## src/source/lsu_pkg.sv

```systemverilog
// Shared widths and encodings for the load/store unit store path.
// Modules refer to these types by scoped name in their port lists and
// take a wildcard import in their bodies when they need the enum values.

package lsu_pkg;

    // Byte address as produced by the address generation unit
    typedef logic [31:0] addr_t;

    // Store data as it sits in the register file, right aligned for
    // byte and halfword stores
    typedef logic [31:0] data_t;

    // ROB tag of a store
    // Unique among all stores that are in flight at the same time
    typedef logic [5:0] tag_t;

    // Width of a store operation
    // The value 2'b11 is never issued by the decoder
    typedef enum logic [1:0] {
        LSU_SB = 2'b00,
        LSU_SH = 2'b01,
        LSU_SW = 2'b10
    } lsu_func_t;

    // State of one store queue slot
    // SQ_INVALID holds nothing and may be allocated
    // SQ_VALID holds a store that is still speculative and may be flushed
    // SQ_NONSPEC holds a store the ROB has retired, waiting to be launched
    // SQ_LAUNCHED holds a store sent to the port, waiting for its update
    typedef enum logic [1:0] {
        SQ_INVALID  = 2'b00,
        SQ_VALID    = 2'b01,
        SQ_NONSPEC  = 2'b10,
        SQ_LAUNCHED = 2'b11
    } sq_state_t;

endpackage

```

## src/source/lsu_store_if.sv

```systemverilog
// Link between the store queue and the store port.
// The queue drives a registered launch of one store, and the port answers
// each launch with a registered update one cycle later, which either frees
// the slot or asks for a retry.

interface lsu_store_if #(
    parameter int SQ_DEPTH = 4
);
    import lsu_pkg::*;

    // Launch fields, registered in the queue
    logic                launch_en;
    logic [SQ_DEPTH-1:0] launch_select;
    lsu_func_t           launch_func;
    addr_t               launch_addr;
    tag_t                launch_tag;
    data_t               launch_data;

    // Update reply, registered in the port
    // The select is one-hot and echoes the launched slot
    logic                update_en;
    logic [SQ_DEPTH-1:0] update_select;
    logic                update_retry;

    modport sq (
        output launch_en, launch_select, launch_func, launch_addr, launch_tag, launch_data,
        input  update_en, update_select, update_retry
    );

    modport port (
        input  launch_en, launch_select, launch_func, launch_addr, launch_tag, launch_data,
        output update_en, update_select, update_retry
    );

endinterface

```

## src/source/lsu_data_ram.sv

```systemverilog
// Small word-organized data RAM behind the store port.
// Writes merge bytes under a per-byte enable, reads return a whole word
// one cycle after the request. The read port has priority, so a write
// that meets a read in the same cycle is not performed.

module lsu_data_ram #(
    parameter int RAM_WORDS = 16
) (
    input  logic           clk,

    input  logic           i_rd_en,
    input  lsu_pkg::addr_t i_rd_addr,
    output lsu_pkg::data_t o_rd_data,

    input  logic           i_wr_en,
    input  lsu_pkg::addr_t i_wr_addr,
    input  logic [3:0]     i_wr_be,
    input  lsu_pkg::data_t i_wr_data
);

    localparam int IDX_W = $clog2(RAM_WORDS);

    logic [31:0]      mem [RAM_WORDS];
    logic [IDX_W-1:0] rd_idx;
    logic [IDX_W-1:0] wr_idx;

    // Byte addresses are folded onto the word array, upper bits wrap
    assign rd_idx = i_rd_addr[IDX_W+1:2];
    assign wr_idx = i_wr_addr[IDX_W+1:2];

    // Zeroed contents so a load of an untouched word is well defined in simulation
    initial begin
        for (int i = 0; i < RAM_WORDS; i++) begin
            mem[i] = '0;
        end
    end

    always_ff @(posedge clk) begin
        if (i_rd_en) begin
            o_rd_data <= mem[rd_idx];
        end
    end

    // Byte-merged write, only when the read port is idle
    always_ff @(posedge clk) begin
        if (i_wr_en && !i_rd_en) begin
            for (int b = 0; b < 4; b++) begin
                if (i_wr_be[b]) begin
                    mem[wr_idx][b*8 +: 8] <= i_wr_data[b*8 +: 8];
                end
            end
        end
    end

endmodule

```

## src/source/lsu_sq.sv

```systemverilog
// Store queue that holds stores from allocation until they reach memory.
// Stores become non-speculative when the ROB retires them and are launched
// to the store port one at a time, lowest slot first, so memory is written
// in program order. A flush drops stores that the ROB has not yet retired.

module lsu_sq #(
    parameter int SQ_DEPTH = 4
) (
    input  logic              clk,
    input  logic              n_rst,

    input  logic              i_flush,
    output logic              o_full,

    // New store from the issue stage
    input  logic              i_alloc_en,
    input  lsu_pkg::lsu_func_t i_alloc_func,
    input  lsu_pkg::tag_t     i_alloc_tag,
    input  lsu_pkg::addr_t    i_alloc_addr,
    input  lsu_pkg::data_t    i_alloc_data,

    // ROB retire request, held until the ack comes back
    input  logic              i_rob_retire_en,
    input  lsu_pkg::tag_t     i_rob_retire_tag,
    output logic              o_rob_retire_ack,

    lsu_store_if.sq           store_bus
);
    import lsu_pkg::*;

    localparam int IDX_W = $clog2(SQ_DEPTH);

    // Slot contents, payload only, the state array carries validity
    lsu_func_t           slot_func  [SQ_DEPTH];
    addr_t               slot_addr  [SQ_DEPTH];
    data_t               slot_data  [SQ_DEPTH];
    tag_t                slot_tag   [SQ_DEPTH];
    sq_state_t           slot_state [SQ_DEPTH];
    sq_state_t           state_next [SQ_DEPTH];

    logic [SQ_DEPTH-1:0] empty;
    logic [SQ_DEPTH-1:0] nonspec;
    logic [SQ_DEPTH-1:0] launched;
    logic [SQ_DEPTH-1:0] tag_match;
    logic [SQ_DEPTH-1:0] alloc_sel;
    logic [SQ_DEPTH-1:0] rob_sel;
    logic [SQ_DEPTH-1:0] launch_sel;
    logic [SQ_DEPTH-1:0] upd_sel;
    logic [IDX_W-1:0]    launch_idx;
    logic                launch_go;
    logic                ack_next;

    // Per-slot status vectors
    always_comb begin
        for (int i = 0; i < SQ_DEPTH; i++) begin
            empty[i]     = (slot_state[i] == SQ_INVALID);
            nonspec[i]   = (slot_state[i] == SQ_NONSPEC);
            launched[i]  = (slot_state[i] == SQ_LAUNCHED);
            // Only a speculative slot may take the retire, which ignores stale tags
            tag_match[i] = (slot_state[i] == SQ_VALID) && (slot_tag[i] == i_rob_retire_tag);
        end
    end

    // Lowest empty slot takes the new store
    assign alloc_sel = {SQ_DEPTH{i_alloc_en}} & (empty & ~(empty - 1'b1));

    // Full already counts a slot being filled this cycle
    assign o_full = ((empty & ~alloc_sel) == '0);

    assign rob_sel = {SQ_DEPTH{i_rob_retire_en}} & tag_match;

    // One store in flight at most keeps memory updates in program order
    // A flush in the same cycle holds the launch back, the slot stays armed
    assign launch_go  = (nonspec != '0) && (launched == '0) && !i_flush;
    assign launch_sel = {SQ_DEPTH{launch_go}} & (nonspec & ~(nonspec - 1'b1));

    assign upd_sel = {SQ_DEPTH{store_bus.update_en}} & store_bus.update_select;

    // Binary index of the launching slot for the payload mux
    always_comb begin
        launch_idx = '0;
        for (int i = 0; i < SQ_DEPTH; i++) begin
            if (launch_sel[i]) begin
                launch_idx = IDX_W'(i);
            end
        end
    end

    // Ack goes out with the launch, only while the ROB still holds that tag
    // A relaunch after a retry finds the ROB on a later store and stays quiet
    assign ack_next = i_rob_retire_en && launch_go && (slot_tag[launch_idx] == i_rob_retire_tag);

    // Slot state transitions
    always_comb begin
        for (int i = 0; i < SQ_DEPTH; i++) begin
            state_next[i] = slot_state[i];
            case (slot_state[i])
                SQ_INVALID: begin
                    if (alloc_sel[i]) begin
                        state_next[i] = SQ_VALID;
                    end
                end
                SQ_VALID: begin
                    // Flush wins over a retire in the same cycle
                    if (i_flush) begin
                        state_next[i] = SQ_INVALID;
                    end else if (rob_sel[i]) begin
                        state_next[i] = SQ_NONSPEC;
                    end
                end
                SQ_NONSPEC: begin
                    if (launch_sel[i]) begin
                        state_next[i] = SQ_LAUNCHED;
                    end
                end
                SQ_LAUNCHED: begin
                    // Retry re-arms the slot, a clean write frees it
                    if (upd_sel[i]) begin
                        state_next[i] = store_bus.update_retry ? SQ_NONSPEC : SQ_INVALID;
                    end
                end
            endcase
        end
    end

    always_ff @(posedge clk) begin
        for (int i = 0; i < SQ_DEPTH; i++) begin
            if (!n_rst) begin
                slot_state[i] <= SQ_INVALID;
            end else begin
                slot_state[i] <= state_next[i];
            end
        end
    end

    // Store payload is captured on allocation
    always_ff @(posedge clk) begin
        for (int i = 0; i < SQ_DEPTH; i++) begin
            if (alloc_sel[i]) begin
                slot_func[i] <= i_alloc_func;
                slot_addr[i] <= i_alloc_addr;
                slot_data[i] <= i_alloc_data;
                slot_tag[i]  <= i_alloc_tag;
            end
        end
    end

    always_ff @(posedge clk) begin
        if (!n_rst) begin
            store_bus.launch_en <= 1'b0;
            o_rob_retire_ack    <= 1'b0;
        end else begin
            store_bus.launch_en <= launch_go;
            o_rob_retire_ack    <= ack_next;
        end
    end

    // Launch payload, qualified downstream by launch_en
    always_ff @(posedge clk) begin
        if (launch_go) begin
            store_bus.launch_select <= launch_sel;
            store_bus.launch_func   <= slot_func[launch_idx];
            store_bus.launch_addr   <= slot_addr[launch_idx];
            store_bus.launch_tag    <= slot_tag[launch_idx];
            store_bus.launch_data   <= slot_data[launch_idx];
        end
    end

endmodule

```

## src/source/lsu_store_port.sv

```systemverilog
// Store port between the store queue and the data RAM.
// A launched store is turned into byte enables and lane-aligned data and
// written one cycle after launch, unless a load holds the RAM port in that
// cycle. Either way an update goes back to the queue, with retry set when
// the write was dropped.

module lsu_store_port #(
    parameter int RAM_WORDS = 16
) (
    input  logic           clk,
    input  logic           n_rst,

    // Load read port, it always wins the RAM
    input  logic           i_load_en,
    input  lsu_pkg::addr_t i_load_addr,
    output lsu_pkg::data_t o_load_data,

    lsu_store_if.port      store_bus
);
    import lsu_pkg::*;

    logic [3:0] wr_be;
    data_t      wr_data;
    logic       wr_en;
    logic       conflict;

    // Byte enables and lane alignment from the width and the low address bits
    // Halfwords are assumed aligned, addr[0] is ignored for them
    always_comb begin
        case (store_bus.launch_func)
            LSU_SB: begin
                wr_be   = 4'b0001 << store_bus.launch_addr[1:0];
                wr_data = store_bus.launch_data << {store_bus.launch_addr[1:0], 3'b000};
            end
            LSU_SH: begin
                wr_be   = store_bus.launch_addr[1] ? 4'b1100 : 4'b0011;
                wr_data = store_bus.launch_data << {store_bus.launch_addr[1], 4'b0000};
            end
            default: begin
                wr_be   = 4'b1111;
                wr_data = store_bus.launch_data;
            end
        endcase
    end

    // A load in the same cycle takes the port and the store must come back later
    assign conflict = store_bus.launch_en && i_load_en;
    assign wr_en    = store_bus.launch_en && !i_load_en;

    always_ff @(posedge clk) begin
        if (!n_rst) begin
            store_bus.update_en <= 1'b0;
        end else begin
            store_bus.update_en <= store_bus.launch_en;
        end
    end

    // Reply payload, only looked at while update_en is high
    always_ff @(posedge clk) begin
        store_bus.update_select <= store_bus.launch_select;
        store_bus.update_retry  <= conflict;
    end

    lsu_data_ram #(
        .RAM_WORDS (RAM_WORDS)
    ) i_lsu_data_ram (
        .clk       (clk),
        .i_rd_en   (i_load_en),
        .i_rd_addr (i_load_addr),
        .o_rd_data (o_load_data),
        .i_wr_en   (wr_en),
        .i_wr_addr (store_bus.launch_addr),
        .i_wr_be   (wr_be),
        .i_wr_data (wr_data)
    );

endmodule

```

## src/source/lsu_store_unit.sv

```systemverilog
// Top level of the store path: store queue, store port and data RAM.
// Stores are allocated, retired by the ROB and written to the RAM in
// program order. Loads read the RAM directly and preempt a pending store.

module lsu_store_unit #(
    parameter int SQ_DEPTH  = 4,
    parameter int RAM_WORDS = 16
) (
    input  logic               clk,
    input  logic               n_rst,

    input  logic               i_flush,
    output logic               o_full,

    // Store allocation, not allowed while o_full is high
    input  logic               i_alloc_en,
    input  lsu_pkg::lsu_func_t i_alloc_func,
    input  lsu_pkg::tag_t      i_alloc_tag,
    input  lsu_pkg::addr_t     i_alloc_addr,
    input  lsu_pkg::data_t     i_alloc_data,

    // ROB retire, held until the ack pulse
    input  logic               i_rob_retire_en,
    input  lsu_pkg::tag_t      i_rob_retire_tag,
    output logic               o_rob_retire_ack,

    // Load, data valid one cycle later
    input  logic               i_load_en,
    input  lsu_pkg::addr_t     i_load_addr,
    output lsu_pkg::data_t     o_load_data
);

    lsu_store_if #(
        .SQ_DEPTH (SQ_DEPTH)
    ) store_bus ();

    lsu_sq #(
        .SQ_DEPTH (SQ_DEPTH)
    ) i_lsu_sq (
        .clk              (clk),
        .n_rst            (n_rst),
        .i_flush          (i_flush),
        .o_full           (o_full),
        .i_alloc_en       (i_alloc_en),
        .i_alloc_func     (i_alloc_func),
        .i_alloc_tag      (i_alloc_tag),
        .i_alloc_addr     (i_alloc_addr),
        .i_alloc_data     (i_alloc_data),
        .i_rob_retire_en  (i_rob_retire_en),
        .i_rob_retire_tag (i_rob_retire_tag),
        .o_rob_retire_ack (o_rob_retire_ack),
        .store_bus        (store_bus.sq)
    );

    // The port owns the RAM and arbitrates loads against launched stores
    lsu_store_port #(
        .RAM_WORDS (RAM_WORDS)
    ) i_lsu_store_port (
        .clk         (clk),
        .n_rst       (n_rst),
        .i_load_en   (i_load_en),
        .i_load_addr (i_load_addr),
        .o_load_data (o_load_data),
        .store_bus   (store_bus.port)
    );

endmodule
```

## config.mk

```make
export PLATFORM = sky130hd
export DESIGN_NAME = lsu_store_unit
export DESIGN_NICKNAME = d
export VERILOG_FILES = /design/src/source/lsu_pkg.sv /design/src/source/lsu_store_if.sv /design/src/source/lsu_data_ram.sv /design/src/source/lsu_sq.sv /design/src/source/lsu_store_port.sv /design/src/source/lsu_store_unit.sv
export SDC_FILE = /design/constraint.sdc
export NUM_CORES = 1
export LEC_CHECK = 0
export BUFFER_PORTS_ARGS = -buffer_cell sky130_fd_sc_hd__buf_4
export CAP_MARGIN = 20
export CORE_ASPECT_RATIO = 1.75
export CORE_MARGIN = 2
export CORE_UTILIZATION = 60
export CTS_BUF_LIST = sky130_fd_sc_hd__clkbuf_4 sky130_fd_sc_hd__clkbuf_8
export DETAILED_ROUTE_END_ITERATION = 8
export GPL_ROUTABILITY_DRIVEN = 0
export PLACE_DENSITY_LB_ADDON = 0.1
export SYNTH_ARGS = -nofsm -noshare
export SYNTH_HDL_FRONTEND = slang
export SYNTH_HIERARCHICAL = 1
export SYNTH_SLANG_ARGS = --single-unit
export TNS_END_PERCENT = 1
```

## constraint.sdc

```tcl
create_clock -name clk -period 18.2 [get_ports clk]
set_input_delay 0.91 -clock clk [delete_from_list [all_inputs] [get_ports clk]]
set_output_delay 0.91 -clock clk [all_outputs]
set_load 0.05 [all_outputs]
```

[Word level (Yosys, flattened, before mapping)]
Memories as Yosys holds them, arrays and structs flattened. A register that Yosys moved wholly into a read port is not among the register bits.
Cells that the tools add are included.
Storage, ports and cells
  bits in registers: 12
  memory bits (writable): 808
  bits of input ports: 116
  logic and storage cells: 175
  memories: 6
Operators by class
  shift operators: 3
  reductions and logical operators: 33
  eq/ne operators: 18
  bitwise operators: 14
  multiplexer cells: 93
  $add $sub $neg: 2
Memories
  i_lsu_store_port.i_lsu_data_ram.mem: words 16, width 32, read ports 1, clocked after memory_dff 1, write ports 1, RTL line lsu_data_ram.sv:23  | logic [31:0] mem [RAM_WORDS];
  i_lsu_sq.slot_addr: words 4, width 32, read ports 1, clocked after memory_dff 1, write ports 1, RTL line lsu_sq.sv:35  | addr_t slot_addr [SQ_DEPTH];
  i_lsu_sq.slot_data: words 4, width 32, read ports 1, clocked after memory_dff 1, write ports 1, RTL line lsu_sq.sv:36  | data_t slot_data [SQ_DEPTH];
  i_lsu_sq.slot_tag: words 4, width 6, read ports 5, clocked after memory_dff 0, write ports 1, RTL line lsu_sq.sv:37  | tag_t slot_tag [SQ_DEPTH];
  i_lsu_sq.slot_func: words 4, width 2, read ports 1, clocked after memory_dff 1, write ports 1, RTL line lsu_sq.sv:34  | lsu_func_t slot_func [SQ_DEPTH];
  i_lsu_sq.slot_state: words 4, width 2, read ports 4, clocked after memory_dff 0, write ports 4, RTL line lsu_sq.sv:38  | sq_state_t slot_state [SQ_DEPTH];
Operators by type and width (count)
  2-to-1 mux 32 bit: 6
  OR reduction 32 bit: 6
  2-to-1 mux 2 bit: 42
  one-hot mux 32 bit (2 select lines): 1
  << shifter 32 x 5 -> 32 bit: 2
  2-to-1 mux 1 bit: 35
  one-hot mux 2 bit (4 select lines): 4
  equality test 6 bit: 5
  bitwise AND 4 bit: 7
  2-to-1 mux 6 bit: 3
  OR reduction 6 bit: 3
  equality test 2 bit (second input constant): 8
  inverter 4 bit: 3
  logical AND 1 bit: 11
  equality test 2 x 1 -> 1 bit (second input constant): 5
  zero test 2 bit: 5
  zero test 4 bit: 2
  one-hot mux 4 bit (2 select lines): 1
  subtractor 4 x 1 -> 4 bit (second input constant): 2
  OR reduction 2 bit: 3
  2-to-1 mux 4 bit: 1
  OR 1 bit: 4
  nonzero test 4 bit: 1
  << shifter 1 x 2 -> 4 bit (first input constant): 1
  zero test 1 bit: 2

[Logic depth before layout (Yosys ltp)]
Gate-level depths: netlist (run 1).
An unclocked memory read counts as a cell.
  depth in word-level cells: 12
  mapped depth: 11

[Modules after synthesis]
The synthesis (run 1) kept the hierarchy.
By module, submodules not included
  lsu_data_ram: times used 1, area each 20425.8 um^2, cells an instance 910, seq. area each 16335.7 um^2
  lsu_sq: times used 1, area each 13902.1 um^2, cells an instance 860, seq. area each 11130.7 um^2
  lsu_store_port: times used 1, area each 1022.2 um^2, cells an instance 143, seq. area each 120.1 um^2

[Least setup slack after synthesis (run 1)]
OpenSTA, ideal clock, no wires.
  path kind: input-to-reg
  start: input i_alloc_en
  end: memory i_lsu_sq/slot_addr[2][0] in the netlist's numbering (enable)
  stages: 3
  data required time: 17.609 ns
  arrival: 6.246 ns
  setup slack: 11.364 ns
  cell sequence: o21ai_0 or2_2 nor3_1
RTL lines
  from (decl): RTL line lsu_store_unit.sv:16  | input logic i_alloc_en,
  bitwise AND 4 bit (*): RTL line lsu_sq.sv:65  | assign alloc_sel = {SQ_DEPTH{i_alloc_en}} & (empty & ~(empty - 1'b1));
  via i_lsu_sq.alloc_sel[2]: RTL line lsu_sq.sv:45  | logic [SQ_DEPTH-1:0] alloc_sel;
  2-to-1 mux 1 bit (*): RTL line lsu_sq.sv:139  | if (alloc_sel[i]) begin
  2-to-1 mux 1 bit (not written as such) (*): RTL line lsu_sq.sv:141  | slot_addr[i] <= i_alloc_addr;
  OR reduction 32 bit (no source line)
  2-to-1 mux 2 bit (no source line) or 2-to-1 mux 1 bit (tied branches) (2 in a row)
  to (decl): RTL line lsu_sq.sv:35
The timed path passes the listed nets; every way through them passes the cells marked *.

==> results of run 1 <==
-- per-stage QoR --
step	utilization, %	area, µm²
after floorplan	-	30700
after global placement	63.2	31900
after detailed placement	63.3	31900
after CTS	67.2	33900
after global routing	67.3	34000
final	67.3	34000
-- worst max-delay path, cell delays in order (launching register included) --
cell	delay (ns)
sky130_fd_sc_hd__dfxtp_1	0.57
sky130_fd_sc_hd__o21ai_0	0.30
sky130_fd_sc_hd__nor2_1	0.20
sky130_fd_sc_hd__o21ai_0	0.23
sky130_fd_sc_hd__a22oi_1	0.25
sky130_fd_sc_hd__buf_4	0.24
-- flip-flops by register name, summed over array words and instances, names as in the netlist --
register                                   cells
i_lsu_sq/store_bus.launch_addr                 6
i_lsu_store_port/store_bus.update_retry        1
i_lsu_store_port/i_lsu_data_ram/o_rd_data     32
i_lsu_sq/slot_func                             8
i_lsu_sq/slot_state                            8
i_lsu_store_port/store_bus.update_en           1
i_lsu_sq/store_bus.launch_data                32
i_lsu_sq/slot_tag                             24
i_lsu_sq/slot_addr                            24
i_lsu_sq/o_rob_retire_ack                      1
i_lsu_sq/store_bus.launch_func                 2
i_lsu_sq/store_bus.launch_select               4
i_lsu_store_port/i_lsu_data_ram/mem          512
i_lsu_store_port/store_bus.update_select       4
i_lsu_sq/slot_data                           128
i_lsu_sq/store_bus.launch_en                   1
-- power by group --
part | switching, mW | internal, mW
Combinational | 0.0833 | 0.0559
Sequential | 0.00651 | 1.99
Clock | 0.613 | 0.641
Total | 0.703 | 2.69
-- worst paths after layout --
path	start	to	slack [ns]	cells after the start
setup / recovery	i_lsu_sq/slot_state[0][1]	o_full	14.82	5
hold / removal	i_lsu_sq/store_bus.launch_select[3]	i_lsu_store_port/store_bus.update_select[3]	0.35	0
setup reg to reg	i_lsu_sq/slot_state[2][1]	i_lsu_sq/store_bus.launch_data[23]	14.86	9
hold reg to reg	i_lsu_sq/store_bus.launch_select[3]	i_lsu_store_port/store_bus.update_select[3]	0.35	0
-- placed cells by master, fill, tap and decap left out, drive strengths merged, types with 3 or more instances in the layout --
master and count:
o211a 6, nand2b 13, nor2 83, a211oi 10, nand4 6, a32o 3
clkinv 38, mux2i 5, nand2 147, clkinvlp 4, o31ai 8, or2b 3
o21ai 30, buf 130, a22oi 81, nor3 12, nand3 15, and3 4
a31oi 41, nor3b 4, edfxtp 772, nor4 12, xor2 17, xnor2 12
a32oi 11, clkbuf 142, and3b 8, and2 15, o22ai 41, inv 6
mux4 129, a21oi 3, dfxtp 16, nor2b 11
-- final cells by class --
type	count	area [µm²]	share of cell area, %
Antenna cell	1	2.50	0.00736
Clock buffer	140	1710	5.04
Clock inverter	47	278	0.817
Inverter	3	11.3	0.0331
Multi-Input combinational cell	755	6630	19.5
Sequential cell	788	23500	69.2
Tap cell	666	833	2.45
Timing Repair Buffer	132	1010	2.97
-- routing by layer --
| metal | routed length, µm | up-vias | global-route usage (%) |
|---|---|---|---|
| met5 | 0 | - | 0 |
| met4 | 1930 | 0 | 8.99 |
| met3 | 3450 | 138 | 3.81 |
| met2 | 34700 | 564 | 44.9 |
| met1 | 21600 | 7818 | 27.4 |
| li1 | - | 6959 | - |
==> metrics, run 1 <==
status=finished clean; hold crit path type=reg -> reg; first-iteration detailed-routing DRC count=around 1200; antenna violations before repair=1; # port buffers=95; min Tclk post-route=~3.4 ns; cell area power density=~100 nW/µm²; final standard cell count with taps included and fillers excluded=around 2500; maximum number of pins on one net before global-route repair=66; worst-margin pin slew=a little over 1 ns; Peak Freq=just under 300 MHz; post-route clock skew=roughly 0.033 ns; maximum level of the CTS H-tree=3; worst setup slack after placement=~14 ns; drt pass-1 iters=5; signed area change from the synthesized netlist to the final layout=10.8%; startpoint kind of the worst setup timing path=flop; Post-Route Setup TNS=0 ns; final-report hold violation count=0; count of standard-cell rows=about 110; Net Count, Synth=about 1800; mean instance size in the synthesized netlist=18.5 µm²; fillcell total=about 3400; biggest fanout along the worst timing path=11; count of antenna-violating nets left after detailed routing=0; final worst path period share=between 10% and 20%; Ports=150; fraction of final layout cells sized beyond drive strength 1=approximately a quarter; routed length per placed instance=between 20 and 25 µm; clock-pin slew on the worst setup and hold paths=0.06 ns; class of the most critical setup path=reg -> out; CTS Buffer Depth=3; cell total after placement=around 2300; vias after detailed routing=roughly 15000; # resized after CTS=0; initial cell density of the core=60.8%; clock latency at the later pin of the worst-skew pair=approximately 0.69 ns; Worst VDD drop=slightly above 0.07 mV; clock tree from TritonCTS=yes; Total Routed Length=slightly above 60 mm; total clock buffers created by CTS=105; endpoint required time on the critical path=17.29 ns; gr usage total=roughly a quarter; Static Leak=roughly 11 nW; headroom to the max-slew limit=30.9%; min setup slack post-route=14.82 ns; die height=approximately 300 µm; Final Total Pwr=roughly 3.4 mW; Cells after Synth=1658; setup repair after global routing missed its margin=no; DRC violations left=0; final setup violating endpoints=0; Slew Viols, Final=0; Overflow after GRT=0; final layout net count=roughly 1900; Die Footprint=approximately 53000 µm²; total clock sinks=~790; hold-fix buffer count after cts=0; buffer count from post-CTS setup fixing=0; Post-Route Hold Slack=0.347 ns; data arrival time of the worst path=2.47 ns; reported max-cap violation count=0; endpoint class of the critical path=primary output; Avg Vias per Cell=~6; first-pass GRT wire length=94.2 mm; synthesized cell area=around 31000 µm²; Yosys warning count=6; library cell used as clock root buffer=sky130_fd_sc_hd__clkbuf_8; die boundary width=about 170 µm; Core Footprint=between 50000 and 60000 µm²; DP Wirelength=slightly below 40 mm; number of global-route vias before repair=approximately 16000
(Power assumes the default switching activity.)
==> run 2, diff against run 1 <==
- clock period: 18.2 -> 3.3 ns (I/O delays scaled with it)
==> run 2 against run 1 <==
Effect of this change:
- total power rose to 5.6 times the previous value
- highest routed layer unchanged
- clock-buffer cell count fell by 1
- setup slack got worse by 14 ns
- register-to-register slack got worse by 14 ns
- non-clock buffer count rose by 114
- sequential power rose to 5.5 times the previous value
- via count rose by 3.2%
==> metrics, run 2 (same netlist as run 1, synthesis figures left out) <==
setup repair after global routing missed its margin=no; number of global-route vias before repair=around 17000; critical path's slowest cell=sky130_fd_sc_hd__dfxtp_1; post-route clock skew=0.0291 ns; biggest fanout along the worst timing path=41; endpoint class of the critical path=flop; maximum level of the CTS H-tree=3; part of the total power dissipated in sequential elements=between 50% and 60%; Worst VDD drop=just under 0.4 mV; class of the most critical setup path=reg -> reg; biggest registers after layout=i_lsu_store_port/i_lsu_data_ram/mem x512, i_lsu_sq/slot_data x128; reported max-cap violation count=0; worst setup slack after placement=around 0.46 ns; DRC violations left=0; Hold Crit Start=i_load_en; Core Footprint=50500 µm²; fraction of final layout cells sized beyond drive strength 1=around a quarter; final worst path period share=87.2%; vias after detailed routing=about 16000; Overflow after GRT=0; min Tclk post-route=about 2.9 ns; status=finished clean; initial cell density of the core=60.8%; worst reg-to-reg setup slack=between 0.4 and 0.5 ns; Final Core Density=69.7%; final setup violating endpoints=0; most common cell after layout, fill and taps aside=sky130_fd_sc_hd__edfxtp_1; placed standard-cell area=32500 µm²; clock latency at the later pin of the worst-skew pair=0.68 ns; area used by sequential logic in the layout=23500 µm²; cell area after layout=about 35000 µm²; endpoint required time on the critical path=between 3 and 4 ns; Peak Freq=between 300 and 400 MHz; hold crit path type=in -> reg; final layout net count=roughly 2000; cell area power density=~540 nW/µm²; Hold Path End=i_lsu_store_port/i_lsu_data_ram/o_rd_data[5]; clock-pin slew on the worst setup and hold paths=roughly 0.070 ns; count of antenna-violating nets left after detailed routing=0; multi-input combinational cell area=~6600 µm²; final-report hold violation count=0; count of standard-cell rows=between 100 and 150; startpoint kind of the worst setup timing path=flop; die boundary width=approximately 170 µm; # port buffers=95; worst-margin pin slew=roughly 1.1 ns; fillcell total=~3400; total clock sinks=roughly 790; flip-flop count of the largest register, all copies and words added=between 500 and 600; signed area change from the synthesized netlist to the final layout=14.7%; commonest non-fill, non-tap cells in the layout=sky130_fd_sc_hd__edfxtp_1 (772), sky130_fd_sc_hd__buf_4 (180), sky130_fd_sc_hd__nand2_1 (147); Avg Vias per Cell=6.03; drt pass-1 iters=5; first-iteration detailed-routing DRC count=1057; first-pass GRT wire length=97.8 mm; Largest Register=i_lsu_store_port/i_lsu_data_ram/mem; maximum number of pins on one net before global-route repair=between 40 and 50; Critical Path, Cell by Cell=a221o_1, or2_1, nor2_2, nand2_1, buf_4, inv_1, a32oi_1, and3_1, o311ai_1, a211oi_2; routed length per placed instance=about 24 µm; slowest cell delay on critical path=0.59 ns; CTS Buffer Depth=3; Combinational Power Share=between 4 and 5%; clock tree from TritonCTS=yes; Static Leak=11.6 nW; data arrival time of the worst path=~3.5 ns; cell count of the worst hold path=2; gr usage total=between 20% and 30%; Slew Viols, Final=0; R2R cell count=10; headroom to the max-slew limit=roughly 28%; Ports=150; Die Footprint=~53000 µm²; Clock Power Share=a little under two fifths; launch point of the worst reg-to-reg path=i_lsu_sq/slot_state[2][1]; net switching component of the power=between 3 and 4 mW; Total Routed Length=~64 mm; total internal power=about 15 mW; min setup slack post-route=0.424 ns; antenna violations before repair=1; switch share=just over 20%; die height=~300 µm; destination of the worst register-to-register timing path=i_lsu_sq/o_rob_retire_ack; DP Wirelength=41.1 mm; total clock buffers created by CTS=104; library cell used as clock root buffer=sky130_fd_sc_hd__clkbuf_8
-- run 2: cell types whose count changed in the layout (fill, tap and decap cells not counted), moves of 2 or more --
cell | previous run | this run
sky130_fd_sc_hd__buf_6 | 2 | 0
sky130_fd_sc_hd__dlygate4sd3_1 | 0 | 56
sky130_fd_sc_hd__buf_4 | 128 | 180
sky130_fd_sc_hd__inv_6 | 3 | 1
sky130_fd_sc_hd__nor3_4 | 0 | 3
sky130_fd_sc_hd__bufinv_16 | 2 | 5
sky130_fd_sc_hd__clkbuf_8 | 108 | 106
sky130_fd_sc_hd__nor3_2 | 3 | 0
sky130_fd_sc_hd__clkinv_2 | 15 | 17
sky130_fd_sc_hd__buf_12 | 0 | 9
-- run 2: metal layers --
layer	global-route usage [%]	up-vias	part of all wire, %
met5	0	-	0
met4	8.79	0	2.4
met3	3.56	103	4.2
met2	48.6	491	58
met1	27.6	8174	35
li1	-	7199	-
-- run 2: worst max path at each step --
stage                              startpoint                   endpoint  slack, ns
floorplan           i_lsu_sq/slot_state[0][1]   i_lsu_sq/slot_addr[0][0]      -1.15
global placement    i_lsu_sq/slot_state[2][1]  i_lsu_sq/o_rob_retire_ack       0.47
detailed placement  i_lsu_sq/slot_state[2][1]  i_lsu_sq/o_rob_retire_ack       0.46
CTS                 i_lsu_sq/slot_state[2][1]  i_lsu_sq/o_rob_retire_ack       0.43
global route        i_lsu_sq/slot_state[2][1]  i_lsu_sq/o_rob_retire_ack       0.18
finish              i_lsu_sq/slot_state[2][1]  i_lsu_sq/o_rob_retire_ack       0.42
-- run 2: power by group through the flow --
stage / Sequential (mW) / Combinational (mW) / Clock [mW]
3_3_place_gp: 11.2 / 0.786 / 0
6_report: 11.0 / 0.845 / 7.14
4_1_cts: 11.0 / 0.852 / 7.29
2_1_floorplan: 11.4 / 0.406 / 0
3_5_place_dp: 11.2 / 0.800 / 0
5_1_grt: 11.0 / 0.905 / 7.66
-- run 2: metrics by stage --
stage / hold slack, ns / power [mW] / TNS, ns / std cells
6_report: 0.187 / 19.0 / 0 / 2650
5_1_grt: 0.161 / 19.6 / 0 / 2650
4_1_cts: 0.145 / 19.2 / 0 / 2649
3_5_place_dp: 0.329 / 12.0 / 0 / 2402
3_3_place_gp: 0.325 / 12.0 / 0 / 2402
2_1_floorplan: 0.264 / 11.8 / -68.44 / 1658
-- run 2: layout make-up --
type	count	share of cell area, %
diodes	1	0.00711
inverters	3	0.0320
multi-input cells	755	18.9
flip-flops and latches	788	66.8
clock buffers	139	4.83
clock inverters	52	1.08
well taps	666	2.37
repair buffers	246	5.99
-- run 2: what timing repair did --
item	CTS	global route
hold buffers	56	0
buffers inserted	0	0
gates resized for setup	0	0
endpoints found under the hold margin	195	0
-- run 2: worst max-delay path: cells and delay by family, from the launching register on --
family | cells | cell delay, ns
and+or+nand+nor | 4 | 0.73
buffers and inverters | 2 | 0.62
AOI/OAI and AO/OA | 4 | 0.84
DFF | 1 | 0.59
